--- config.mk ---
export PLATFORM = sky130hd
export DESIGN_NAME = pipeline_control
export DESIGN_NICKNAME = d
export VERILOG_FILES = /design/src/logic/pipeline_control.sv
export SDC_FILE = /design/constraint.sdc
export NUM_CORES = 1
export LEC_CHECK = 0
export ABC_CLOCK_PERIOD_IN_PS = 900
export BUFFER_PORTS_ARGS = -buffer_cell sky130_fd_sc_hd__buf_2
export CAP_MARGIN = 25
export CORE_AREA = 2 2 39 41
export CTS_CLUSTER_DIAMETER = 60
export CTS_CLUSTER_SIZE = 16
export DETAILED_ROUTE_END_ITERATION = 10
export DIE_AREA = 0 0 41 43
export PLACE_DENSITY = 0.32
export SLEW_MARGIN = 20
export SYNTH_ARGS = -nofsm -noshare
export SYNTH_HDL_FRONTEND = slang
export SYNTH_SLANG_ARGS = --single-unit
--- constraint.sdc ---
create_clock -name clock -period 0.9 [get_ports clock]
set_input_delay 0.135 -clock clock [delete_from_list [all_inputs] [get_ports clock]]
set_output_delay 0.135 -clock clock [all_outputs]
set_load 0.1 [all_outputs]
--- src/logic/pipeline_control.sv ---
`default_nettype none

module pipeline_control (
    input  wire  clock,
    input  wire  rst,
    input  wire  start,
    input  wire  branch_taken,
    input  wire  halt_seen,
    output logic restart,
    output logic advance,
    output logic flush_fd,
    output logic flush_de,
    output logic running,
    output logic halted
);

    typedef enum logic [1:0] {
        IDLE,
        RUN,
        HALTED
    } state_e;

    state_e state;

    always_ff @(posedge clock) begin
        if (rst) begin
            state <= IDLE;
        end else if (start) begin
            state <= RUN; // Restart is allowed from any state.
        end else if (state == RUN && halt_seen) begin
            state <= HALTED;
        end
    end

    assign running = (state == RUN);
    assign halted  = (state == HALTED);
    assign restart = start;

    // HALT freezes the stages on its own edge, so nothing younger runs.
    assign advance = running && !halt_seen;

    // Taken branch squashes the two younger slots.
    assign flush_fd = start || (running && branch_taken);
    assign flush_de = start || (running && branch_taken);

endmodule

`default_nettype wire

==> impl_metrics.toml <==
[cells_and_area]
finish.net_count = 34
multi_input_comb_area_um2 = 77.6
number_of_fill_cells_in_the_layout = 146
final-instance-count-excl-fill = 43
insertedDiodeCount = 0
layout-drive-gt1-share_pct = 85.2
syn_to_final_growth_pct = 177
final_cell_area_um2 = 325
reg_top3 = "state: 2 flops"
largest-register = "state"
register_area_um2 = 42.5
largest_reg_flops = 2

[global_route]
antenna_found_initial = 0
grt-ovfl-total = 0
first_global_vias = 143
wire_length_of_the_first_global_routing_pass_um = 579
grt.total_usage_pct = 5.61
grt_max_degree = 6

[setup_path]
worst-endpoint-arrival_ns = 1.06
end_kind = "primary output"
rrSetupSlack_ns = 0.12
reg2reg_depth = 3
worstSetupStartpointType = "flip-flop"
timing.rr.end = "state[0]"
cp_data_required_time_ns = 0.76
r2r-start = "state[1]"
crit_path_max_fanout = 3
crit_type = "reg2out"

[run_status]
violated_checks = "setup timing"
outcome = "finished, violations left"

[timing]
period_minus_slack_ns = 1.20
rsz0062_at_grt = "yes"
final_period_util_pct = 133
fmax_mhz = 835
least_setup_slack_across_all_paths_after_layout_ns = -0.298
finalMaxSlewViolations = 0
hold_slack_ns = 0.0818
slew_headroom_pct = 91.1
max_slew.worst_pin.slew_ns = 0.133
report.final.hold_viol_count = 0
setup_violations_final = 5
fin_worst_skew_ns = 0.00163

[clock_network]
cts_tree = "done"
cts_made_buffers = 3
cts-hold-fix-buffers = 0
cts.sinks = 2
clkSlewWorstSetupHoldPaths_ns = 0.03
clk-insertion-delay-late_ns = 0.22
cts.path.max_buffers = 2
cts_post_setup_buffers_inserted = 0
number_of_h_tree_levels = 1
clockRootBuffer = "sky130_fd_sc_hd__clkbuf_4"

[flow_run]
max_cap_viol_count = 0

[floorplan]
die_width_um = 41
die-height_um = 43
row_count = 14
boundaryPins = 11
dieArea_um2 = 1760
core-area_um2 = 1380
starting_density_of_the_core_pct = 8.50

[min_path]
whs_endpoint = "state[0]"
holdPathStages = 2
worstHoldPathType = "in2reg"
timing.hold.worst.start = "rst"

[routing]
detail_route.iter0.violations = 0
avgRoutedWirePerCell_um = 7.77
first_pass_iters = 1
detailroute.via_count = 141
via_density = 3.28
ant_nets = 0
routed_wirelength_um = 334
residual_drc_count = 0

[synthesis]
post_synth_instance_area_um2 = 118
synth.distinct_cells = 10
synthCells = 13
syn-num-nets = 18
seq_area_frac_synth_pct = 34.0
yosysWarningCount = 0
ys_ff_latch = 2
syn_avg_cell_area_um2 = 9.05

[power_and_ir_drop]
design_power_total_uw = 529
total_leakage_power_nw = 0.146
power_per_cell_area_nw_per_um2 = 1620
vdd.ir_drop.worst_mv = 0.546

[place]
globalplace.congestion = 0.620
area_of_placed_instances_um2 = 302
setup_slack_after_placement_ns = -0.0757
numPortBuffers = 10
dp_cells = 40
==> synthesized netlist by cell type, drive strengths merged <==
| cell type | instances | area share (%) |
|---|---|---|
| nor2 | 2 | 6.4 |
| buf | 2 | 13 |
| and2b | 2 | 14 |
| nor2b | 1 | 7.4 |
| a211oi | 1 | 11 |
| a21o | 1 | 6.4 |
| a21oi | 1 | 4.3 |
| nor3 | 1 | 4.3 |
| dfxtp | 2 | 34 |
==> kinds of logic (layout without fill, tap and decap cells) <==
kind of cell	count (synthesis)	in the layout	synth area share [%]
buffers and inverters	2	16	12.8
AO/OA/AOI/OAI	3	3	21.3
AND/OR/NAND/NOR	6	6	31.9
flip-flops	2	2	34.0
==> worst max-delay path, cell delays in order, from the launching register on <==
cell and delay (ns):
sky130_fd_sc_hd__dfxtp_2 0.32, sky130_fd_sc_hd__nor2b_4 0.17, sky130_fd_sc_hd__and2b_2 0.18, sky130_fd_sc_hd__buf_12 0.17
==> where the power goes <==
group,internal [mW],switching [mW]
Clock,0.147,0.0488
Sequential,0.0947,0.00364
Combinational,0.0900,0.144
==> cell usage in the layout, fill, tap and decap left out <==
cell	n
sky130_fd_sc_hd__a211oi_2	1
sky130_fd_sc_hd__a21o_4	1
sky130_fd_sc_hd__a21oi_1	1
sky130_fd_sc_hd__and2b_2	1
sky130_fd_sc_hd__and2b_4	1
sky130_fd_sc_hd__buf_12	6
sky130_fd_sc_hd__buf_2	4
sky130_fd_sc_hd__buf_4	3
sky130_fd_sc_hd__clkbuf_4	3
sky130_fd_sc_hd__dfxtp_2	2
sky130_fd_sc_hd__nor2_1	2
sky130_fd_sc_hd__nor2b_4	1
sky130_fd_sc_hd__nor3_1	1
==> layer usage <==
layer | part of all wire [%] | vias to the layer above | global-route usage [%]
li1 | - | 70 | -
met1 | 44 | 60 | 5.11
met2 | 39 | 11 | 6.56
met3 | 17 | 0 | 5.24
met4 | 0 | 0 | 6.00
met5 | 0 | - | 0
==> area by class of cell <==
type	instances	area share (%)
Tap cell	16	6.15
Timing Repair Buffer	13	50.0
Sequential cell	2	13.1
Multi-Input combinational cell	9	23.8
Clock buffer	3	6.92
==> per-stage QoR <==
| step | util, % | setup TNS, ns |
|---|---|---|
| floorplan | - | -2.04 |
| finish | 23.5 | -1.29 |
| CTS | 23.5 | -1.37 |
| global placement | 21.8 | -0.167 |
| global route | 23.5 | -1.56 |
| detailed placement | 21.8 | -0.222 |
==> worst max path at each step <==
stage                         from       end  slack, ns  cells past startpoint
final                     state[0]   advance      -0.30                      3
after global routing      state[0]   advance      -0.36                      3
after CTS                 state[0]   advance      -0.32                      3
after detailed placement  state[0]   advance      -0.08                      3
after global placement    state[0]   advance      -0.06                      3
after floorplan           state[0]  flush_fd      -0.73                      3
==> repair_timing <==
action	4_1_cts	5_1_grt
pin swaps	0	0
resized for setup	1	0
endpoints found under the setup margin	5	5
Note: power is estimated with default switching activity, not from simulation.
