===== config.mk =====
export PLATFORM = sky130hd
export DESIGN_NAME = register_file
export DESIGN_NICKNAME = d
export VERILOG_FILES = /design/src/logic/isa_pkg.sv /design/src/logic/register_file.sv
export SDC_FILE = /design/constraint.sdc
export NUM_CORES = 1
export LEC_CHECK = 0
export BUFFER_PORTS_ARGS = -buffer_cell sky130_fd_sc_hd__buf_2
export CAP_MARGIN = 20
export CORE_AREA = 2 2 206 208
export CTS_CLUSTER_DIAMETER = 60
export DETAILED_ROUTE_END_ITERATION = 10
export DIE_AREA = 0 0 208 210
export PLACE_DENSITY = 0.61
export SYNTH_ARGS = -nofsm -noshare
export SYNTH_HDL_FRONTEND = slang
export SYNTH_SLANG_ARGS = --single-unit

===== constraint.sdc =====
create_clock -name clock -period 6 [get_ports clock]
set_input_delay 1.2 -clock clock [delete_from_list [all_inputs] [get_ports clock]]
set_output_delay 1.2 -clock clock [all_outputs]
set_load 0.01 [all_outputs]

===== src/logic/isa_pkg.sv =====
`default_nettype none

package isa_pkg;

    typedef logic [15:0] word_t;
    typedef logic [3:0] reg_idx_t;

    // Remaining codes 13..15 execute as no-ops.
    typedef enum logic [3:0] {
        ADD  = 4'd0,
        SUB  = 4'd1,
        AND  = 4'd2,
        OR   = 4'd3,
        XOR  = 4'd4,
        SHL  = 4'd5,
        ADDI = 4'd6,
        LI   = 4'd7,
        LD   = 4'd8,
        ST   = 4'd9,
        BEQ  = 4'd10,
        BNE  = 4'd11,
        HALT = 4'd12
    } opcode_e;

    // Field positions of an instruction word.
    localparam int OPC_LSB = 12;
    localparam int RD_LSB  = 8;
    localparam int RS_LSB  = 4;
    localparam int RT_LSB  = 0;
    localparam int IMM4_W  = 4; // Sign-extended.
    localparam int IMM8_W  = 8; // Zero-extended, LI only.

    typedef struct packed {
        logic  valid;
        word_t pc;
        word_t instr;
    } fd_t;

    typedef struct packed {
        logic     valid;
        opcode_e  op;
        word_t    pc;
        reg_idx_t dest;
        word_t    imm;
        word_t    a; // rs
        word_t    b; // rt
        word_t    c; // rd
        logic     reg_write;
        logic     mem_write;
        logic     mem_to_reg;
        logic     alu_src_imm;
        logic     is_branch;
        logic     branch_ne;
        logic     halt;
    } de_t;

endpackage

`default_nettype wire


===== src/logic/register_file.sv =====
`default_nettype none

module register_file (
    input  wire               clock,
    input  wire               rst,
    input  isa_pkg::reg_idx_t rd_a_idx,
    input  isa_pkg::reg_idx_t rd_b_idx,
    input  isa_pkg::reg_idx_t rd_c_idx,
    output isa_pkg::word_t    rd_a,
    output isa_pkg::word_t    rd_b,
    output isa_pkg::word_t    rd_c,
    input  wire               wr_en,
    input  isa_pkg::reg_idx_t wr_idx,
    input  isa_pkg::word_t    wr_data,
    input  isa_pkg::reg_idx_t host_reg_idx,
    output isa_pkg::word_t    host_reg_data
);

    isa_pkg::word_t regs [16];
    logic           wr_live;

    assign wr_live = wr_en && (wr_idx != '0); // r0 stays zero.

    always_ff @(posedge clock) begin
        if (rst) begin
            for (int i = 0; i < 16; i++) begin
                regs[i] <= '0;
            end
        end else if (wr_live) begin
            regs[wr_idx] <= wr_data;
        end
    end

    // Same-cycle write passes through, so decode never sees stale data.
    assign rd_a = (wr_live && wr_idx == rd_a_idx) ? wr_data : regs[rd_a_idx];
    assign rd_b = (wr_live && wr_idx == rd_b_idx) ? wr_data : regs[rd_b_idx];
    assign rd_c = (wr_live && wr_idx == rd_c_idx) ? wr_data : regs[rd_c_idx];

    assign host_reg_data = regs[host_reg_idx];

endmodule

`default_nettype wire


==> run metrics <==
outcome finished clean; DR pass1 iterations 5; number of vias per cell 6.821; cell type with the largest total area after synthesis sky130_fd_sc_hd__edfxtp_1; share of power burned in registers 41.4%; area enclosed by the die boundary 43,680 um^2; power per standard cell area 258.8 nW/um^2; final weighted congestion in routability-driven placement 0.8344; largest registers in the final layout regs x256; maximum number of pins on one net before global-route repair 65; static leakage power 7.260 nW; part of the Yosys area used for sequential elements 41.86%; slew at the pin closest to its max-slew limit 1.092 ns; prevailing post-synth register cell sky130_fd_sc_hd__edfxtp_1; Worst Setup End Kind primary output; number of antenna violations at the first check in global routing 5; vertical die dimension 210 um; clock buffers created by TritonCTS 31; top fanout value on the critical path 25; class of the tightest hold or removal check in2reg; CTS tree done; DRC violation count after routing 0; NetSw 1.444 mW; first-pass GRT wire length 90,730 um; number of fill cells 3,477; final-layout worst hold slack 1.126 ns; final setup violation count 0; maximum clock rate 213.4 MHz; pre-CTS worst setup slack 1.307 ns; total track usage 29.43%; number of enable-type register cells in the synthesized netlist 256; synthesized flop and latch total 256; destination of the worst hold path regs[5][1]; internal power 3.842 mW; area of the mapped netlist 18,360 um^2; combinational fraction of design power 20.0%; area delta synth->final 11.22%; final critical delay including setup and external delays 4.686 ns; residual antenna-violating net count after detailed routing 0; Max-slew headroom 27.17%; total negative slack for setup checks 0 ns; hold buffer count at cts 0; Gate Count Post-Synth 1,137; clk sinks 256; I/O pins 103; switching share of power 27.31%; most common cell after layout, fill and taps aside sky130_fd_sc_hd__mux4_2; setup slack of the critical path after layout 1.314 ns; CTS clock-pin slew for the worst setup and hold paths 0.06 ns; RSZ-0062 raised after global routing false; Period Utilization, post-route 78.10%; Final Max Slew Viols 0; Final Power 5.286 mW; number of distinct library cell variants in the gate-level netlist after synthesis 24; number of DRC violations after detailed-routing iteration 0 1,587; CTS root buf sky130_fd_sc_hd__clkbuf_16; routed length per placed instance 36.23 um; post-CTS resize count 0; initial core utilization 44.27%; number of global-route vias before repair 11.91k; count of vias placed by the detailed router 12.07k; area used by multi-input combinational logic 10,060 um^2; wirelength, routed 64,090 um; Port Buffers 102; worst endpoint required time 4.80 ns; Layout Nets 1,246; standard-cell rows 75; number of warnings reported in the yosys synthesis log 0; overflow left after global routing 0; core region area 41,480 um^2; kind of launch point of the worst setup path input port; max capacitance violation total 0; width of the die 208 um; final number of hold-violating endpoints 0; cell types occupying the most area after synthesis sky130_fd_sc_hd__edfxtp_1, sky130_fd_sc_hd__mux4_2, sky130_fd_sc_hd__and2_1; area share of the leading cell type in the synthesized netlist 41.86%; Sequential cell area 7687 um^2; portion of total power attributed to the clock network 38.6%; register bank with the most flops regs; maximum resistive drop on vdd 194.9 uV; Worst Path Class, Setup in2out; postcts setup bufs 0; most frequent cells in the layout sky130_fd_sc_hd__mux4_2, sky130_fd_sc_hd__edfxtp_1, sky130_fd_sc_hd__and2_1; async set-reset flop share out of synthesis 0%; Avg Cell Area, Syn 16.15 um^2; share of post-route cells with drive strength above 1 43.12%; CP arrival 3.49 ns; maximum buffer depth of the clock tree 3; DPL Wire Length 37,440 um; Hold Path Depth 2; flip-flop count of the largest register, all copies and words added 256; H-Tree Depth 1; hold wc startpoint wr_data[1]
cells in the mapped netlist, types with 3 or more instances:
| cell type | instances |
|---|---|
| sky130_fd_sc_hd__buf_1 | 12 |
| sky130_fd_sc_hd__mux2_2 | 48 |
| sky130_fd_sc_hd__xnor2_1 | 12 |
| sky130_fd_sc_hd__nor3_2 | 3 |
| sky130_fd_sc_hd__buf_6 | 24 |
| sky130_fd_sc_hd__and2_1 | 240 |
| sky130_fd_sc_hd__buf_2 | 37 |
| sky130_fd_sc_hd__nand4_1 | 3 |
| sky130_fd_sc_hd__mux4_2 | 272 |
| sky130_fd_sc_hd__mux2i_1 | 144 |
| sky130_fd_sc_hd__or2_2 | 15 |
| sky130_fd_sc_hd__clkbuf_1 | 43 |
| sky130_fd_sc_hd__edfxtp_1 | 256 |
| sky130_fd_sc_hd__nor2_2 | 3 |
| sky130_fd_sc_hd__nor2_1 | 13 |
worst max-delay path by stage:
| stage | startpoint | to | slack [ns] | cells after the start |
|---|---|---|---|---|
| after floorplan | host_reg_idx[0] | host_reg_data[0] | 2.23 | 4 |
| after global placement | rd_c_idx[0] | rd_c[10] | 1.32 | 7 |
| after detailed placement | rd_c_idx[0] | rd_c[10] | 1.31 | 7 |
| after CTS | rd_c_idx[0] | rd_c[3] | 1.30 | 7 |
| after global routing | rd_c_idx[0] | rd_c[3] | 1.21 | 7 |
| final | rd_c_idx[0] | rd_c[3] | 1.31 | 7 |
worst max-delay path, cell delays in order:
cell,delay [ns]
sky130_fd_sc_hd__buf_4,0.47
sky130_fd_sc_hd__buf_4,0.41
sky130_fd_sc_hd__mux4_2,0.55
sky130_fd_sc_hd__mux2i_1,0.18
sky130_fd_sc_hd__mux2i_1,0.17
sky130_fd_sc_hd__mux2_2,0.32
sky130_fd_sc_hd__buf_2,0.15
cells by family (layout without fill, tap and decap cells):
kind of cell           after synthesis  in the layout  share of synthesized area, %
multiplexers                       464            464                         44.15
AND/OR/NAND/NOR                    285            285                         9.573
flip-flops                         256            256                         41.86
buffers and inverters              118            195                         3.672
XOR/XNOR                            12             12                        0.5723
other                                1             17                       0.02042
AO/OA/AOI/OAI                        1              1                        0.1499
power groups by stage:
stage	Clock, mW	Sequential (mW)	Combinational (mW)
4_1_cts	2.05	2.18	1.06
6_report	2.04	2.19	1.06
3_5_place_dp	0	2.22	1.05
2_1_floorplan	0	2.17	0.724
3_3_place_gp	0	2.21	1.05
5_1_grt	2.12	2.20	1.10
layer usage:
| metal | vias to the layer above | share of wire, % | GRT usage, % |
|---|---|---|---|
| met4 | 4 | 4.1 | 11.35 |
| met2 | 737 | 48 | 47.04 |
| met5 | - | 0.044 | 0 |
| li1 | 4756 | - | - |
| met1 | 6416 | 39 | 39.89 |
| met3 | 154 | 9.0 | 6.168 |
cell type report:
cell class              instances  share of cell area [%]
clock inverters                22                   1.531
clock buffers                  33                   3.835
diodes                          1                 0.01225
well taps                     539                   3.302
multi-input cells             778                   49.25
flip-flops and latches        256                   37.64
repair buffers                140                   4.435
through the flow:
step / area (um^2) / util (%) / instances
after global routing: 20420 / 49.24 / 1768
after detailed placement: 19330 / 46.59 / 1713
final: 20420 / 49.24 / 1769
after global placement: 19330 / 46.59 / 1713
after CTS: 20420 / 49.24 / 1768
after floorplan: 18420 / - / 1152
Power figures use the tool's default switching activity.
