File: config.mk
export PLATFORM = sky130hd
export DESIGN_NAME = decode_unit
export DESIGN_NICKNAME = d
export VERILOG_FILES = /design/src/logic/isa_pkg.sv /design/src/logic/decode_unit.sv
export SDC_FILE = /design/constraint.sdc
export NUM_CORES = 1
export LEC_CHECK = 0
export BUFFER_PORTS_ARGS = -buffer_cell sky130_fd_sc_hd__buf_2
export CAP_MARGIN = 30
export CORE_AREA = 5 5 71 73
export DETAILED_ROUTE_END_ITERATION = 10
export DIE_AREA = 0 0 76 78
export PLACE_DENSITY = 0.74
export SYNTH_ARGS = -nofsm -noshare
export SYNTH_HDL_FRONTEND = slang
export SYNTH_SLANG_ARGS = --single-unit
File: constraint.sdc
create_clock -name vclk -period 2.2
set_input_delay 0.22 -clock vclk [all_inputs]
set_output_delay 0.22 -clock vclk [all_outputs]
set_load 0.01 [all_outputs]
File: src/logic/isa_pkg.sv
`default_nettype none

package isa_pkg;

    typedef logic [15:0] word_t;
    typedef logic [3:0] reg_idx_t;

    // Remaining codes 13..15 execute as no-ops.
    typedef enum logic [3:0] {
        ADD  = 4'd0,
        SUB  = 4'd1,
        AND  = 4'd2,
        OR   = 4'd3,
        XOR  = 4'd4,
        SHL  = 4'd5,
        ADDI = 4'd6,
        LI   = 4'd7,
        LD   = 4'd8,
        ST   = 4'd9,
        BEQ  = 4'd10,
        BNE  = 4'd11,
        HALT = 4'd12
    } opcode_e;

    // Field positions of an instruction word.
    localparam int OPC_LSB = 12;
    localparam int RD_LSB  = 8;
    localparam int RS_LSB  = 4;
    localparam int RT_LSB  = 0;
    localparam int IMM4_W  = 4; // Sign-extended.
    localparam int IMM8_W  = 8; // Zero-extended, LI only.

    typedef struct packed {
        logic  valid;
        word_t pc;
        word_t instr;
    } fd_t;

    typedef struct packed {
        logic     valid;
        opcode_e  op;
        word_t    pc;
        reg_idx_t dest;
        word_t    imm;
        word_t    a; // rs
        word_t    b; // rt
        word_t    c; // rd
        logic     reg_write;
        logic     mem_write;
        logic     mem_to_reg;
        logic     alu_src_imm;
        logic     is_branch;
        logic     branch_ne;
        logic     halt;
    } de_t;

endpackage

`default_nettype wire

File: src/logic/decode_unit.sv
`default_nettype none

module decode_unit (
    input  isa_pkg::fd_t      fd,
    output isa_pkg::reg_idx_t rd_a_idx,
    output isa_pkg::reg_idx_t rd_b_idx,
    output isa_pkg::reg_idx_t rd_c_idx,
    input  isa_pkg::word_t    rd_a,
    input  isa_pkg::word_t    rd_b,
    input  isa_pkg::word_t    rd_c,
    output isa_pkg::de_t      de
);

    isa_pkg::opcode_e opcode;
    isa_pkg::word_t   imm4;
    isa_pkg::word_t   imm8;

    assign opcode   = isa_pkg::opcode_e'(fd.instr[isa_pkg::OPC_LSB +: 4]);
    assign rd_a_idx = fd.instr[isa_pkg::RS_LSB +: 4];
    assign rd_b_idx = fd.instr[isa_pkg::RT_LSB +: 4];
    assign rd_c_idx = fd.instr[isa_pkg::RD_LSB +: 4];

    assign imm4 = {{(16 - isa_pkg::IMM4_W){fd.instr[isa_pkg::IMM4_W-1]}},
                   fd.instr[isa_pkg::IMM4_W-1:0]};
    assign imm8 = {{(16 - isa_pkg::IMM8_W){1'b0}}, fd.instr[isa_pkg::IMM8_W-1:0]};

    always_comb begin
        de       = '0;
        de.valid = fd.valid;
        de.op    = opcode;
        de.pc    = fd.pc;
        de.dest  = rd_c_idx;
        de.imm   = imm4;
        de.a     = rd_a;
        de.b     = rd_b;
        de.c     = rd_c;
        if (fd.valid) begin // Bubbles carry no control.
            case (opcode)
                isa_pkg::ADD, isa_pkg::SUB, isa_pkg::AND,
                isa_pkg::OR, isa_pkg::XOR, isa_pkg::SHL: begin
                    de.reg_write = 1'b1;
                end
                isa_pkg::ADDI: begin
                    de.reg_write   = 1'b1;
                    de.alu_src_imm = 1'b1;
                end
                isa_pkg::LI: begin
                    de.reg_write   = 1'b1;
                    de.alu_src_imm = 1'b1;
                    de.imm         = imm8;
                end
                isa_pkg::LD: begin
                    de.reg_write   = 1'b1;
                    de.mem_to_reg  = 1'b1;
                    de.alu_src_imm = 1'b1;
                end
                isa_pkg::ST: begin
                    de.mem_write   = 1'b1;
                    de.alu_src_imm = 1'b1;
                end
                isa_pkg::BEQ: de.is_branch = 1'b1;
                isa_pkg::BNE: begin
                    de.is_branch = 1'b1;
                    de.branch_ne = 1'b1;
                end
                isa_pkg::HALT: de.halt = 1'b1;
                default: ; // No-op.
            endcase
        end
    end

endmodule

`default_nettype wire

==> flow_metrics.py <==
metrics = {
    "power_and_ir_drop": {
        "switchingPower_mw": 0.0490,
        "pwr-share-clk_pct": 0,
        "p_comb_share_pct": 100.0,
        "swShare_pct": 57.7,
        "p_leak_nw": 0.256,
        "power.internal_mw": 0.0359,
        "power.share.sequential_pct": 0,
        "p_total_mw": 0.0849,
        "power.density_nw_per_um2": 193,
        "ir_worst_vdd_mv": 0.0279,
    },
    "logic_synthesis": {
        "syn_inst": 119,
        "synth.mux.area_fraction_pct": 0,
        "yosys.area.top_type": "buf_4",
        "syn_area_um2": 906,
        "yosysWarnings": 0,
        "ys_types": 17,
        "synth_compound_area_share_pct": 8.29,
        "synth_top_family_by_area": "buffers and inverters",
        "synth-seq-area-share_pct": 0,
        "yosys.area_share.simple_pct": 10.5,
        "yosys.area.top_type_share_pct": 79.6,
        "synthAdderAreaFrac_pct": 0,
        "synthXorXnorAreaFrac_pct": 0,
        "avgSynthCellArea_um2": 7.61,
        "yosys-top-cells-area": "buf_4, a41o_1, a31oi_4",
        "synth.net_count": 200,
    },
    "global_routing": {
        "grt_start_max_net_pins": 13,
        "gr-usage-all-layers_pct": 6.11,
        "grt_pass1_wl_um": 3000,
        "antenna_found_initial": 0,
        "grt_pass1_vias": 525,
        "grt_overflow_total": 0,
    },
    "placement": {
        "hpwlAfterDp_um": 1670,
        "port_buffers": 40,
        "gp_congestion": 0.530,
    },
    "route": {
        "ant_nets": 0,
        "vias": 457,
        "drt-pass1-iter-count": 4,
        "drc": 0,
        "drt_wl_total_um": 2000,
        "drt_iter0_drc": 19,
        "vias_per_cell": 4.01,
        "wire_per_inst_um": 17.5,
    },
    "critical_path": {
        "required_ps": 1980,
        "cp_slowest_cell": "nor2b_4",
        "crit_path_max_fanout": 12,
        "cp-start-kind": "input port",
        "critPathMostFrequentCell": "buf_2",
        "crit_path_end_kind": "output pin",
        "crit_type": "input port to output pin",
        "crit_chain": "buf_2, nor2b_4, a31oi_4, a41o_1, buf_2",
        "max_stage_delay_ps": 250,
        "cp.arrival_ps": 1170,
    },
    "clocking": {
        "postCtsHoldBufs": 0,
        "cts.repair.resized": 0,
        "cts_setup_buffers": 0,
    },
    "finish": {
        "nClkBuffers": 0,
        "nNetsFinal": 145,
        "register_area_um2": 0,
        "antenna_cells": 0,
        "seq_cell_count": 0,
        "areaGrowthSynthToFinish_pct": -51.5,
        "n_fill_cell": 506,
        "drive_gt1_share_pct": 72.6,
    },
    "job": {
        "maxCapViolations": 0,
    },
    "timing": {
        "setup_viol": 0,
        "final-max-slew-violation-count": 0,
        "fmax_mhz": 722,
        "min_period_ps": 1390,
        "timing.final.crit_share_pct": 63.0,
        "timing.slew.headroom_pct": 78.6,
        "worst_pin_slew_ps": 320,
        "setup_tns_ps": 0,
        "final_hold_viol_count": 0,
        "rsz0062_at_grt": "false",
    },
    "die": {
        "rows": 24,
        "ioPinCount": 189,
        "dieArea_um2": 5930,
        "core-area_um2": 4290,
        "die_h_um": 78,
        "initial_utilization_pct": 21.1,
        "die_x_um": 76,
    },
    "status": {
        "status": "completed",
    },
    "worst_hold_path": {
        "hp-start": "rd_b[5]",
        "holdPathStages": 0,
        "hold_path_class": "input port to output pin",
        "hold_end": "de[28]",
    },
}
-- metrics by stage --
step           setup slack, ps  instance area [um^2]  std cells  util [%]  hold slack, ps
3_5_place_dp               780                   439        114      10.2             440
5_1_grt                    711                   439        114      10.2             440
2_1_floorplan             1100                   906        119         -             488
6_report                   814                   439        114      10.2             440
4_1_cts                    777                   439        114      10.2             440
3_3_place_gp               825                   439        114      10.2             440
-- area by class of cell --
type | instances | area (um^2) | area share [%]
inverter | 1 | 3.75 | 0.855
multi-input combinational | 21 | 170 | 38.7
timing repair buffer | 40 | 200 | 45.6
tap | 52 | 65.1 | 14.8
-- worst max-delay path, delay by kind of cell --
kind            cells  cell delay [ps]
compound gates      2              420
buf+inv             2              270
simple gates        1              250
-- worst max path at each step --
| stage | from | slack, ps | end | cells after the start |
|---|---|---|---|---|
| after CTS | fd[12] | 780 | de[61] | 5 |
| final | fd[12] | 810 | de[61] | 5 |
| after floorplan | fd[32] | 1100 | de[59] | 3 |
| after global placement | fd[12] | 830 | de[59] | 5 |
| after detailed placement | fd[12] | 780 | de[61] | 5 |
| after global routing | fd[12] | 710 | de[59] | 5 |
-- synth_stat cells --
cell type	instances
and3b_1	1
a31oi_4	1
and3_2	1
inv_1	1
a41o_1	4
and4_1	1
nor2_1	2
nand2_1	2
buf_6	1
o22ai_1	1
o31ai_1	1
and2_4	1
and2_1	3
and2_2	1
nand2b_1	1
buf_4	96
nor2b_4	1
-- kinds of logic (layout without fill, tap and decap cells) --
logic type | count (synthesis) | count (layout)
simple gates | 14 | 14
compound gates | 7 | 7
buf+inv | 98 | 41
-- layer usage --
metal | GRT usage [%] | vias to the layer above | wire length (um)
li1 | - | 168 | -
met5 | 0 | - | 0
met3 | 3.59 | 49 | 394
met1 | 4.73 | 175 | 501
met2 | 9.16 | 65 | 830
met4 | 8.54 | 0 | 273
-- layout by cell type (no fill, tap or decap) --
cell type and n:
o22ai_1 1, inv_1 1, o31ai_1 1, nand2_1 2, and2_2 1, buf_2 40
nand2b_1 1, nor2_1 2, nor2b_4 1, and2_4 1, a41o_1 4, a31oi_4 1
and3_2 1, and4_1 1, and3b_1 1, and2_1 3
-- power groups by stage --
| stage | logic, mW | registers [mW] | clock network, mW |
|---|---|---|---|
| after floorplan | 0.212 | 0 | 0 |
| after global placement | 0.0862 | 0 | 0 |
| after detailed placement | 0.0880 | 0 | 0 |
| after CTS | 0.0883 | 0 | 0 |
| after global routing | 0.0953 | 0 | 0 |
| final | 0.0849 | 0 | 0 |
Note: power is estimated with default switching activity, not from simulation.
