`src/logic/host_pkg.sv`:
```
`default_nettype none

package host_pkg;

    localparam int DATA_WIDTH = 32;
    localparam int ADDR_WIDTH = 12;

    // Byte offsets.
    localparam logic [ADDR_WIDTH-1:0] CTRL_ADDR   = 12'h000;
    localparam logic [ADDR_WIDTH-1:0] STATUS_ADDR = 12'h004;
    localparam logic [ADDR_WIDTH-1:0] REG_BASE    = 12'h100;
    localparam logic [ADDR_WIDTH-1:0] IMEM_BASE   = 12'h400;
    localparam logic [ADDR_WIDTH-1:0] DMEM_BASE   = 12'h800;

    // Field positions.
    localparam int CTRL_START_BIT  = 0;
    localparam int STATUS_RUN_BIT  = 0;
    localparam int STATUS_HALT_BIT = 1;
    localparam int STATUS_PC_LSB   = 16;

endpackage

`default_nettype wire

```
`src/logic/isa_pkg.sv`:
```
`default_nettype none

package isa_pkg;

    typedef logic [15:0] word_t;
    typedef logic [3:0] reg_idx_t;

    // Remaining codes 13..15 execute as no-ops.
    typedef enum logic [3:0] {
        ADD  = 4'd0,
        SUB  = 4'd1,
        AND  = 4'd2,
        OR   = 4'd3,
        XOR  = 4'd4,
        SHL  = 4'd5,
        ADDI = 4'd6,
        LI   = 4'd7,
        LD   = 4'd8,
        ST   = 4'd9,
        BEQ  = 4'd10,
        BNE  = 4'd11,
        HALT = 4'd12
    } opcode_e;

    // Field positions of an instruction word.
    localparam int OPC_LSB = 12;
    localparam int RD_LSB  = 8;
    localparam int RS_LSB  = 4;
    localparam int RT_LSB  = 0;
    localparam int IMM4_W  = 4; // Sign-extended.
    localparam int IMM8_W  = 8; // Zero-extended, LI only.

    typedef struct packed {
        logic  valid;
        word_t pc;
        word_t instr;
    } fd_t;

    typedef struct packed {
        logic     valid;
        opcode_e  op;
        word_t    pc;
        reg_idx_t dest;
        word_t    imm;
        word_t    a; // rs
        word_t    b; // rt
        word_t    c; // rd
        logic     reg_write;
        logic     mem_write;
        logic     mem_to_reg;
        logic     alu_src_imm;
        logic     is_branch;
        logic     branch_ne;
        logic     halt;
    } de_t;

endpackage

`default_nettype wire

```
`src/logic/host_port.sv`:
```
`default_nettype none

module host_port #(
    parameter int IMEM_DEPTH = 256,
    parameter int DMEM_DEPTH = 256
) (
    input  wire                                clock,
    input  wire                                rst,
    input  wire                                psel,
    input  wire                                penable,
    input  wire                                pwrite,
    input  wire [host_pkg::ADDR_WIDTH-1:0]     paddr,
    input  wire [host_pkg::DATA_WIDTH-1:0]     pwdata,
    output logic [host_pkg::DATA_WIDTH-1:0]    prdata,
    output logic                               pready,
    output logic                               pslverr,
    output logic                               imem_we,
    output logic [$clog2(IMEM_DEPTH)-1:0]      imem_addr,
    output isa_pkg::word_t                     imem_wdata,
    output isa_pkg::reg_idx_t                  host_reg_idx,
    input  isa_pkg::word_t                     host_reg_data,
    output logic [$clog2(DMEM_DEPTH)-1:0]      host_dmem_addr,
    input  isa_pkg::word_t                     host_dmem_data,
    output logic                               start,
    input  wire                                running,
    input  wire                                halted,
    input  isa_pkg::word_t                     pc
);

    localparam int IMEM_AW = $clog2(IMEM_DEPTH);
    localparam int DMEM_AW = $clog2(DMEM_DEPTH);

    logic [7:0] word_idx;
    logic is_ctrl, is_status, is_reg, is_imem, is_dmem, mapped, err, err_q, access;

    assign word_idx  = paddr[9:2];
    assign is_ctrl   = (paddr == host_pkg::CTRL_ADDR);
    assign is_status = (paddr == host_pkg::STATUS_ADDR);
    assign is_reg    = (paddr[11:6] == host_pkg::REG_BASE[11:6]) && (paddr[1:0] == 2'b00);
    assign is_imem   = (paddr[11:10] == host_pkg::IMEM_BASE[11:10]) && (paddr[1:0] == 2'b00)
                       && (word_idx < IMEM_DEPTH);
    assign is_dmem   = (paddr[11:10] == host_pkg::DMEM_BASE[11:10]) && (paddr[1:0] == 2'b00)
                       && (word_idx < DMEM_DEPTH);
    assign mapped    = is_ctrl || is_status || is_reg || is_imem || is_dmem;

    // IMEM is write only; status, registers and DMEM are read only.
    assign err = !mapped
              || (pwrite && (is_status || is_reg || is_dmem))
              || (!pwrite && is_imem)
              || (pwrite && is_imem && running);

    // Error is decided in the setup phase and reported in the access phase.
    always_ff @(posedge clock) begin
        if (rst) begin
            err_q <= 1'b0;
        end else if (psel && !penable) begin
            err_q <= err;
        end
    end

    assign access  = psel && penable;
    assign pready  = 1'b1;
    assign pslverr = access && err_q;

    assign imem_we        = access && pwrite && is_imem && !running;
    assign imem_addr      = paddr[IMEM_AW+1:2];
    assign imem_wdata     = pwdata[15:0];
    assign host_reg_idx   = paddr[5:2];
    assign host_dmem_addr = paddr[DMEM_AW+1:2];
    assign start          = access && pwrite && is_ctrl && pwdata[host_pkg::CTRL_START_BIT];

    always_comb begin
        prdata = '0;
        if (is_status) begin
            prdata[host_pkg::STATUS_RUN_BIT]        = running;
            prdata[host_pkg::STATUS_HALT_BIT]       = halted;
            prdata[host_pkg::STATUS_PC_LSB +: 16]   = pc;
        end else if (is_reg) begin
            prdata[15:0] = host_reg_data;
        end else if (is_dmem) begin
            prdata[15:0] = host_dmem_data;
        end
    end

endmodule

`default_nettype wire

```
`config.mk`:
```
export PLATFORM = sky130hd
export DESIGN_NAME = host_port
export DESIGN_NICKNAME = d
export VERILOG_FILES = /design/src/logic/host_pkg.sv /design/src/logic/isa_pkg.sv /design/src/logic/host_port.sv
export SDC_FILE = /design/constraint.sdc
export NUM_CORES = 1
export LEC_CHECK = 0
export BUFFER_PORTS_ARGS = -buffer_cell sky130_fd_sc_hd__buf_4
export CORE_AREA = 2 2 66 68
export CTS_BUF_LIST = sky130_fd_sc_hd__clkbuf_4 sky130_fd_sc_hd__clkbuf_8
export DETAILED_ROUTE_END_ITERATION = 16
export DIE_AREA = 0 0 68 70
export PLACE_DENSITY = 0.85
export SLEW_MARGIN = 20
export SYNTH_ARGS = -nofsm -noshare
export SYNTH_HDL_FRONTEND = slang
export SYNTH_SLANG_ARGS = --single-unit
```
`constraint.sdc`:
```
create_clock -name clock -period 1.2 [get_ports clock]
set_input_delay 0.06 -clock clock [delete_from_list [all_inputs] [get_ports clock]]
set_output_delay 0.06 -clock clock [all_outputs]
set_load 0.01 [all_outputs]
```
==> results_dict.tcl <==
set metrics [dict create \
    hpwl_mm 2.76 \
    synthTopCellsByArea "buf_4 33%, a22o_1 15%, and2_2 13%, nor4b_4 5.7%, buf_6 2.7%" \
    wirelength_mm 3.32 \
    synth_seq_area_share_pct 2.39 \
    hold_ws_ns 0.120 \
    dieArea_um2 4760 \
    multi_input_area_um2 566 \
    period_minus_slack_ns 1.49 \
    yosysTopAreaCell "buf_4" \
    die_x_um 68 \
    rsz0062_at_grt "true" \
    power.density_nw_per_um2 241 \
    synth.cell_area_um2 837 \
    cts_hold_buffers 0 \
    reg2reg_depth 2 \
    synth_top_cells_by_count "37 x buf_4, 15 x and2_2, 14 x a22o_1, 3 x inv_1" \
    die_y_um 70 \
    p_leak_nw 1.03 \
    antenna_found_initial 0 \
    worstPathArrival_ns 1.43 \
    grt_pass1_vias 1136 \
    setup_tns_ns -7.92 \
    report.power.total_mw 0.463 \
    cap_violations 0 \
    yosysMostFrequentCell "buf_4" \
    seq_area_um2 20.0 \
    synth_fp_nets 203 \
    critPathLaunchType "input port" \
    yosysTopAreaCellShare_pct 33.2 \
    firstDrtPassIters 4 \
    grt_usage_pct 11.8 \
    finalCritPeriodShare_pct 124 \
    io_buffers 123 \
    crit_slowest_cell "or3_4" \
    m1WireLength_mm 1.11 \
    grt_max_degree 19 \
    worst-path-max-fanout 8 \
    violations "negative setup slack" \
    crit_type "in -> out" \
    slowest_delay_ns 0.42 \
    hold_viol_final 0 \
    worstHoldPathCells 0 \
    netlist_instances 104 \
    finalSetupViolCount 34 \
    drive_gt1_share_pct 83.3 \
    reg.largest.list "err_q x1" \
    grt_pass1_wl_mm 4.64 \
    synth.avg_cell_area_um2 8.05 \
    max_freq_mhz 673 \
    final_antenna_net_count 0 \
    hold_path.class "in -> out" \
    fin_area_um2 1920 \
    place_area_um2 1750 \
    ys_warn_count 0 \
    ys_seq_elements 1 \
    synth_flop_cell "dfxtp_1" \
    synth-edff-count 0 \
    pre_cts_ws_ns -0.326 \
    rows 24 \
    drtIter0Drc 21 \
    nets 316 \
    outcome "finished with violations" \
    wl_met3_um 327 \
    syn2layout_area_growth_pct 130 \
    critPathCaptureType "output pin" \
    ys_types 31 \
    top_layer_used "met4" \
    largest_reg_flops 1 \
    gp_congestion 0.735 \
    cp.required_ns 1.14 \
    drc 0 \
    via_count 1165 \
    coreArea_um2 4140 \
    fillCellCount 422 \
    io_pins 171 \
    finalMaxSlewViolations 0 \
    wl_met2_mm 1.87 \
    fin_worst_skew_ns 0 \
    path_cells "buf_6 > or3_4 > nor4b_4 > buf_4 > buf_12 > a22o_1 > buf_4" \
    fin_ws_ns -0.286 \
    async_flop_share_pct 0 \
    ir_drop_uv 227 \
    initial_core_util_pct 20.2 \
    routed_via_density 4.36 \
    top_register "err_q" \
    cp_common_cell "buf_4" \
    diodes 0 \
    gr-total-overflow 0 \
    wl_per_cell_um 12.4 \
    clk-insertion-delay-late_ns 0 \
]
==> kinds of logic (layout without fill, tap and decap cells) <==
group,after synthesis,count (layout),share of synthesized area (%)
DFF,1,1,2.39
and+or+nand+nor,37,37,37.4
other,1,1,0.448
xor gates and xnor gates,1,1,1.05
AOI/OAI and AO/OA,21,21,21.1
buffers and inverters,43,154,37.7
==> path summary, 6_finish.rpt <==
| kind | startpoint | end | slack (ns) |
|---|---|---|---|
| max | paddr[0] | prdata[3] | -0.29 |
| min | pwdata[14] | imem_wdata[14] | 0.12 |
| max reg2reg | err_q | err_q | 0.56 |
| min reg2reg | err_q | err_q | 0.52 |
==> layout by cell type (no fill, tap or decap), types with 2 or more instances in the layout <==
cell        n
or3_4       2
inv_1       3
a222oi_1    2
and2_2      6
and2_4     10
nor3_1      2
and3_1      2
a22o_1     14
nor4b_4     2
buf_12      3
buf_6      19
nor4_4      3
buf_4     128
==> timing repair <==
| action | 4_1_cts | 5_1_grt |
|---|---|---|
| cloned | 0 | 1 |
| endpoints found under the setup margin | 34 | 35 |
| gates resized for setup | 18 | 10 |
| buffers inserted | 3 | 2 |
| pin swaps | 5 | 7 |
==> metrics by stage <==
step	std cells	utilization, %
5_1_grt	267	46.4
4_1_cts	265	44.4
3_5_place_dp	262	42.2
2_1_floorplan	104	-
6_report	267	46.4
3_3_place_gp	262	42.2
==> final cells by class <==
cell class	instances	area share (%)
timing repair buffer	151	65.6
tap	52	3.39
multi-input combinational	60	29.4
sequential	1	1.04
inverter	3	0.586
==> where the power goes <==
group	switching [mW]	internal [mW]	total, mW
combinational	0.149	0.277	0.426
clock	0	0	0
sequential	0.000983	0.0363	0.0373
==> critical path: cells and delay by family <==
family	cells	cell delay (ns)
simple gates	2	0.70
compound gates	1	0.15
buf+inv	4	0.51
==> routing by layer <==
metal | GRT usage, % | up-vias
li1 | - | 559
met1 | 12.0 | 533
met2 | 24.7 | 69
met3 | 1.93 | 4
met4 | 0.667 | 0
met5 | 0 | -
Note: power is estimated with default switching activity, not from simulation.
