`src/logic/isa_pkg.sv`:
```
`default_nettype none

package isa_pkg;

    typedef logic [15:0] word_t;
    typedef logic [3:0] reg_idx_t;

    // Remaining codes 13..15 execute as no-ops.
    typedef enum logic [3:0] {
        ADD  = 4'd0,
        SUB  = 4'd1,
        AND  = 4'd2,
        OR   = 4'd3,
        XOR  = 4'd4,
        SHL  = 4'd5,
        ADDI = 4'd6,
        LI   = 4'd7,
        LD   = 4'd8,
        ST   = 4'd9,
        BEQ  = 4'd10,
        BNE  = 4'd11,
        HALT = 4'd12
    } opcode_e;

    // Field positions of an instruction word.
    localparam int OPC_LSB = 12;
    localparam int RD_LSB  = 8;
    localparam int RS_LSB  = 4;
    localparam int RT_LSB  = 0;
    localparam int IMM4_W  = 4; // Sign-extended.
    localparam int IMM8_W  = 8; // Zero-extended, LI only.

    typedef struct packed {
        logic  valid;
        word_t pc;
        word_t instr;
    } fd_t;

    typedef struct packed {
        logic     valid;
        opcode_e  op;
        word_t    pc;
        reg_idx_t dest;
        word_t    imm;
        word_t    a; // rs
        word_t    b; // rt
        word_t    c; // rd
        logic     reg_write;
        logic     mem_write;
        logic     mem_to_reg;
        logic     alu_src_imm;
        logic     is_branch;
        logic     branch_ne;
        logic     halt;
    } de_t;

endpackage

`default_nettype wire

```
`src/logic/fetch_unit.sv`:
```
`default_nettype none

module fetch_unit #(
    parameter int IMEM_DEPTH = 256
) (
    input  wire                          clock,
    input  wire                          rst,
    input  wire                          advance,
    input  wire                          restart,
    input  wire                          branch_taken,
    input  isa_pkg::word_t               branch_target,
    input  wire                          imem_we,
    input  wire [$clog2(IMEM_DEPTH)-1:0] imem_addr,
    input  isa_pkg::word_t               imem_wdata,
    output isa_pkg::fd_t                 fd
);

    localparam int IMEM_AW = $clog2(IMEM_DEPTH);

    isa_pkg::word_t pc;
    isa_pkg::word_t imem [IMEM_DEPTH];

    always_ff @(posedge clock) begin
        if (rst || restart) begin
            pc <= '0;
        end else if (branch_taken) begin
            pc <= branch_target; // Redirect from execute.
        end else if (advance) begin
            pc <= pc + 16'd1;
        end
    end

    // Host loads the program here.
    always_ff @(posedge clock) begin
        if (imem_we) begin
            imem[imem_addr] <= imem_wdata;
        end
    end

    always_comb begin
        fd.valid = (pc < IMEM_DEPTH); // Running off the end gives bubbles.
        fd.pc    = pc;
        fd.instr = imem[pc[IMEM_AW-1:0]];
    end

endmodule

`default_nettype wire

```
`config.mk`:
```
export PLATFORM = sky130hd
export DESIGN_NAME = fetch_unit
export DESIGN_NICKNAME = d
export VERILOG_FILES = /design/src/logic/isa_pkg.sv /design/src/logic/fetch_unit.sv
export SDC_FILE = /design/constraint.sdc
export NUM_CORES = 2
export LEC_CHECK = 0
export ABC_CLOCK_PERIOD_IN_PS = 2600
export BUFFER_PORTS_ARGS = -buffer_cell sky130_fd_sc_hd__buf_2
export CAP_MARGIN = 0
export CORE_MARGIN = 10
export CORE_UTILIZATION = 55
export CTS_BUF_LIST = sky130_fd_sc_hd__clkbuf_2 sky130_fd_sc_hd__clkbuf_4 sky130_fd_sc_hd__clkbuf_8
export CTS_CLUSTER_SIZE = 40
export DETAILED_ROUTE_END_ITERATION = 8
export PLACE_DENSITY = 0.75
export SLEW_MARGIN = 15
export SYNTH_ARGS = -nofsm -noshare
export SYNTH_HDL_FRONTEND = slang
export SYNTH_SLANG_ARGS = --single-unit
export TNS_END_PERCENT = 30
```
`constraint.sdc`:
```
create_clock -name clock -period 2.6 [get_ports clock]
set_input_delay 0 -clock clock [delete_from_list [all_inputs] [get_ports clock]]
set_output_delay 0 -clock clock [all_outputs]
set_load 0.005 [all_outputs]
```
==> reports/results.tsv <==
stage	metric	value	unit
floorplanning	floorplan.initialDensity	0.551	
clocking	cts_max_path_buffers	4	
synth	synth_edf_count	4096	
clocking	path_clk_slew	70	ps
synth	ys_dominant_reg_cell	sky130_fd_sc_hd__edfxtp_1	
placed_design	port_buffers	78	
clocking	tritoncts	yes	
synth	synth.net_count	7466	
clocking	ctsHtreeMaxLevel	6	
detailed_routing	drc	0	
synth	synth-seq-area-share	0.771	
clocking	clock_insertion_delay_at_the_later_pin_of_the_skew_report	1230	ps
power	leakage_power_total	60.3	nW
setup_path	crit_path_max_fanout	8	
sta	setup_slack	-1960	ps
detailed_routing	finalWirelength	440000	um
global_route	grt_pass1_vias	87200	
sta	period_needed	4560	ps
synth	postSynthRegisterBits	4120	
detailed_routing	route.vias.total	87100	
sta	hold_viol_final	0	
detailed_routing	drt-vias-per-instance	6.49	
clocking	cts_made_buffers	634	
setup_path	crit_type	flip-flop to output pin	
floorplanning	fp-row-count	198	
global_route	grt_max_degree	146	
power	seq_power_share	0.549	
setup_path	kind_of_launch_point_of_the_worst_setup_path	flip-flop	
detailed_routing	final_antenna_net_count	0	
sta	grt_setup_unrepaired	yes	
power	p_comb_frac	0.053	
sta	finalCritPeriodShare	1.75	
power	power.clock.fraction	0.398	
global_route	gr-total-overflow	0	
synth	async_reset_ff_frac	0	
global_route	antenna_found_initial	33	
global_route	grt_pass1_wl	627000	um
detailed_routing	drt_pre_antenna_iters	7	
power	internal_power	104	mW
floorplanning	floorplan.die_area	0.313	mm2
floorplanning	die_w	560	um
sta	timing_worst_slew_pin_value	1100	ps
sta	slew_viol_final	0	
sta	slew_headroom	0.264	
power	power.net_switching	29.9	mW
detailed_routing	drt-wirelength-per-cell	32.8	um
power	ir_drop	626	uV
placed_design	dp_hpwl	264000	um
global_route	grtUsageTotal	0.273	
run_status	status	complete, but fails checks	
synth	synth_cells	7419	
setup_path	worst-endpoint-required	2600	ps
placed_design	gpl.final_weighted_congestion	0.932	
setup_path	worstPathArrival	4560	ps
synth	post_synth_instance_area	0.160	mm2
setup_path	worst_setup_path_end_kind	output pin	
sta	hold-worst-slack	103	ps
floorplanning	die-height	560	um
sta	fmax	219	MHz
layout	nets	9053	
hold_path	timing.hold.worst.class	input port to flip-flop	
floorplanning	design.portCount	79	
synth	syn_area_per_cell	21.6	um2
run_status	violations_in_the_final_reports	setup timing	
sta	setup_viol	41	
synth	yosysUniqueCellTypes	70	
layout	area_added_between_synthesis_and_finish	18.1	%
sta	clock_skew	28.4	ps
power	totalPowerFinal	133	mW
detailed_routing	drc_marker_count_from_the_first_detailed_route_iteration	13900	
power	power-per-cell-area	705	mW/mm2
power	netSwitchingFraction	0.224	
clocking	cts_root_buffer	sky130_fd_sc_hd__clkbuf_8	
layout	share_of_final_layout_standard_cells_stronger_than_drive_strength_1	0.346	
clocking	clock_sinks	4120	
flow_run	max_cap_viol_count	0	
synth	yosys_warnings	0	
floorplanning	design.core.area	0.291	mm2
## cells by family after synthesis
group,share of synthesized area
DFF,0.771
adders and majority gates,0.0000781
muxes,0.154
AOI/OAI and AO/OA,0.0337
buffers and inverters,0.0213
xor gates and xnor gates,0.000765
and+or+nand+nor,0.0199
## power by group through the flow
stage | clock, mW | combinational [mW] | sequential [mW]
floorplan | 0 | 2.96 | 74.6
global placement | 0 | 5.96 | 74.6
detailed placement | 0 | 6.12 | 74.6
CTS | 53.5 | 6.79 | 73.2
global route | 56.7 | 7.27 | 73.2
finish | 53.1 | 7.06 | 73.2
## critical path, cell delays in order (launching register included)
cell and delay (ps):
sky130_fd_sc_hd__dfxtp_4 370, sky130_fd_sc_hd__buf_12 150, sky130_fd_sc_hd__buf_16 210, sky130_fd_sc_hd__buf_16 200, sky130_fd_sc_hd__mux4_2 570, sky130_fd_sc_hd__mux4_2 520
sky130_fd_sc_hd__or4_4 440, sky130_fd_sc_hd__o21ai_2 110, sky130_fd_sc_hd__buf_4 160, sky130_fd_sc_hd__nor4_4 60, sky130_fd_sc_hd__and4b_2 280, sky130_fd_sc_hd__buf_12 140
sky130_fd_sc_hd__buf_2 120
## what timing repair did
action	CTS	global route
pin swaps	61	42
resized for setup	262	100
endpoints found under the setup margin	16	36
hold buffers	121	0
gates cloned	18	4
endpoints found under the hold margin	7969	0
setup buffers	49	32
## Yosys cell counts (18+ instances only)
library cell	number	area [um2]
sky130_fd_sc_hd__a211oi_1	23	173
sky130_fd_sc_hd__clkbuf_1	169	634
sky130_fd_sc_hd__a2111oi_0	19	166
sky130_fd_sc_hd__nand2_1	79	297
sky130_fd_sc_hd__a21oi_1	138	691
sky130_fd_sc_hd__a22oi_1	40	300
sky130_fd_sc_hd__buf_4	31	233
sky130_fd_sc_hd__buf_8	39	586
sky130_fd_sc_hd__nand3_1	50	250
sky130_fd_sc_hd__buf_1	31	116
sky130_fd_sc_hd__o221ai_1	218	1910
sky130_fd_sc_hd__mux4_2	768	17300
sky130_fd_sc_hd__mux4_1	65	1710
sky130_fd_sc_hd__a22o_1	23	201
sky130_fd_sc_hd__or3_1	18	113
sky130_fd_sc_hd__mux2i_1	558	5590
sky130_fd_sc_hd__nand4_1	22	138
sky130_fd_sc_hd__buf_6	71	800
sky130_fd_sc_hd__buf_12	21	420
sky130_fd_sc_hd__dfxtp_1	24	480
sky130_fd_sc_hd__o21ai_0	44	220
sky130_fd_sc_hd__nor2_1	347	1300
sky130_fd_sc_hd__a221oi_1	25	219
sky130_fd_sc_hd__buf_2	75	375
sky130_fd_sc_hd__o22ai_1	144	901
sky130_fd_sc_hd__nor3_1	87	435
sky130_fd_sc_hd__edfxtp_1	4096	123000
## worst paths after layout
path / cells past startpoint / slack, ps / to / startpoint
worst max-delay path: 12 / -1960 / fd[5] / flip-flop
worst min-delay path: 2 / 100 / imem[156][5] / imem_wdata[5]
worst max register to register: 9 / 40 / pc[2] / pc[0]
worst min register to register: 4 / 900 / flip-flop / pc[0]
## through the flow
stage	setup slack (ps)	instance area, um2	utilization	setup TNS (ps)	instances
after floorplan	185	160000	-	0	7419
after global placement	-1770	172000	0.593	-18940	12000
after detailed placement	-1540	172000	0.593	-18460	12000
after CTS	-1950	188000	0.648	-30230	13400
after global routing	-2000	189000	0.651	-31090	13400
final	-1960	189000	0.651	-30720	13400
## per-layer routing
layer  vias to the layer above  GRT usage  share of wire
met5                         -          0        0.00031
met4                        22      0.139          0.060
met3                      1134     0.0715           0.13
met2                      6612      0.419           0.46
met1                     44500      0.365           0.34
li1                      34800          -              -
## flip-flops by register name, indices dropped and copies added (netlist names), named ones only
name	flops
pc	16
imem	4096
## cell type report
| class | instances | area (um2) |
|---|---|---|
| antenna | 11 | 27.5 |
| tap | 3900 | 4880 |
| fill | 17800 | 101000 |
| clock inverter | 288 | 2090 |
| clock buffer | 843 | 10300 |
| timing repair buffer | 1406 | 13800 |
| sequential | 4120 | 124000 |
| multi-input combinational | 2838 | 34600 |
| inverter | 6 | 35.0 |
## layout by cell type, fill, tap and decap left out, drive strengths merged, types with 12 or more instances in the layout
| master | n |
|---|---|
| o221ai | 222 |
| bufbuf | 12 |
| a22o | 23 |
| dfxtp | 24 |
| nand4 | 22 |
| nor2b | 16 |
| nor4 | 16 |
| a211oi | 23 |
| inv | 49 |
| o22ai | 144 |
| clkbuf | 856 |
| or3 | 19 |
| nand2 | 79 |
| a2111oi | 30 |
| clkinv | 225 |
| nand3 | 50 |
| and2 | 13 |
| edfxtp | 4096 |
| a22oi | 40 |
| mux4 | 833 |
| o21ai | 44 |
| a21oi | 138 |
| a221oi | 25 |
| mux2i | 558 |
| nor2 | 347 |
| buf | 1272 |
| dlygate4sd3 | 108 |
| nor3 | 89 |
| bufinv | 13 |
No activity file was read; power rests on OpenSTA's default activity.
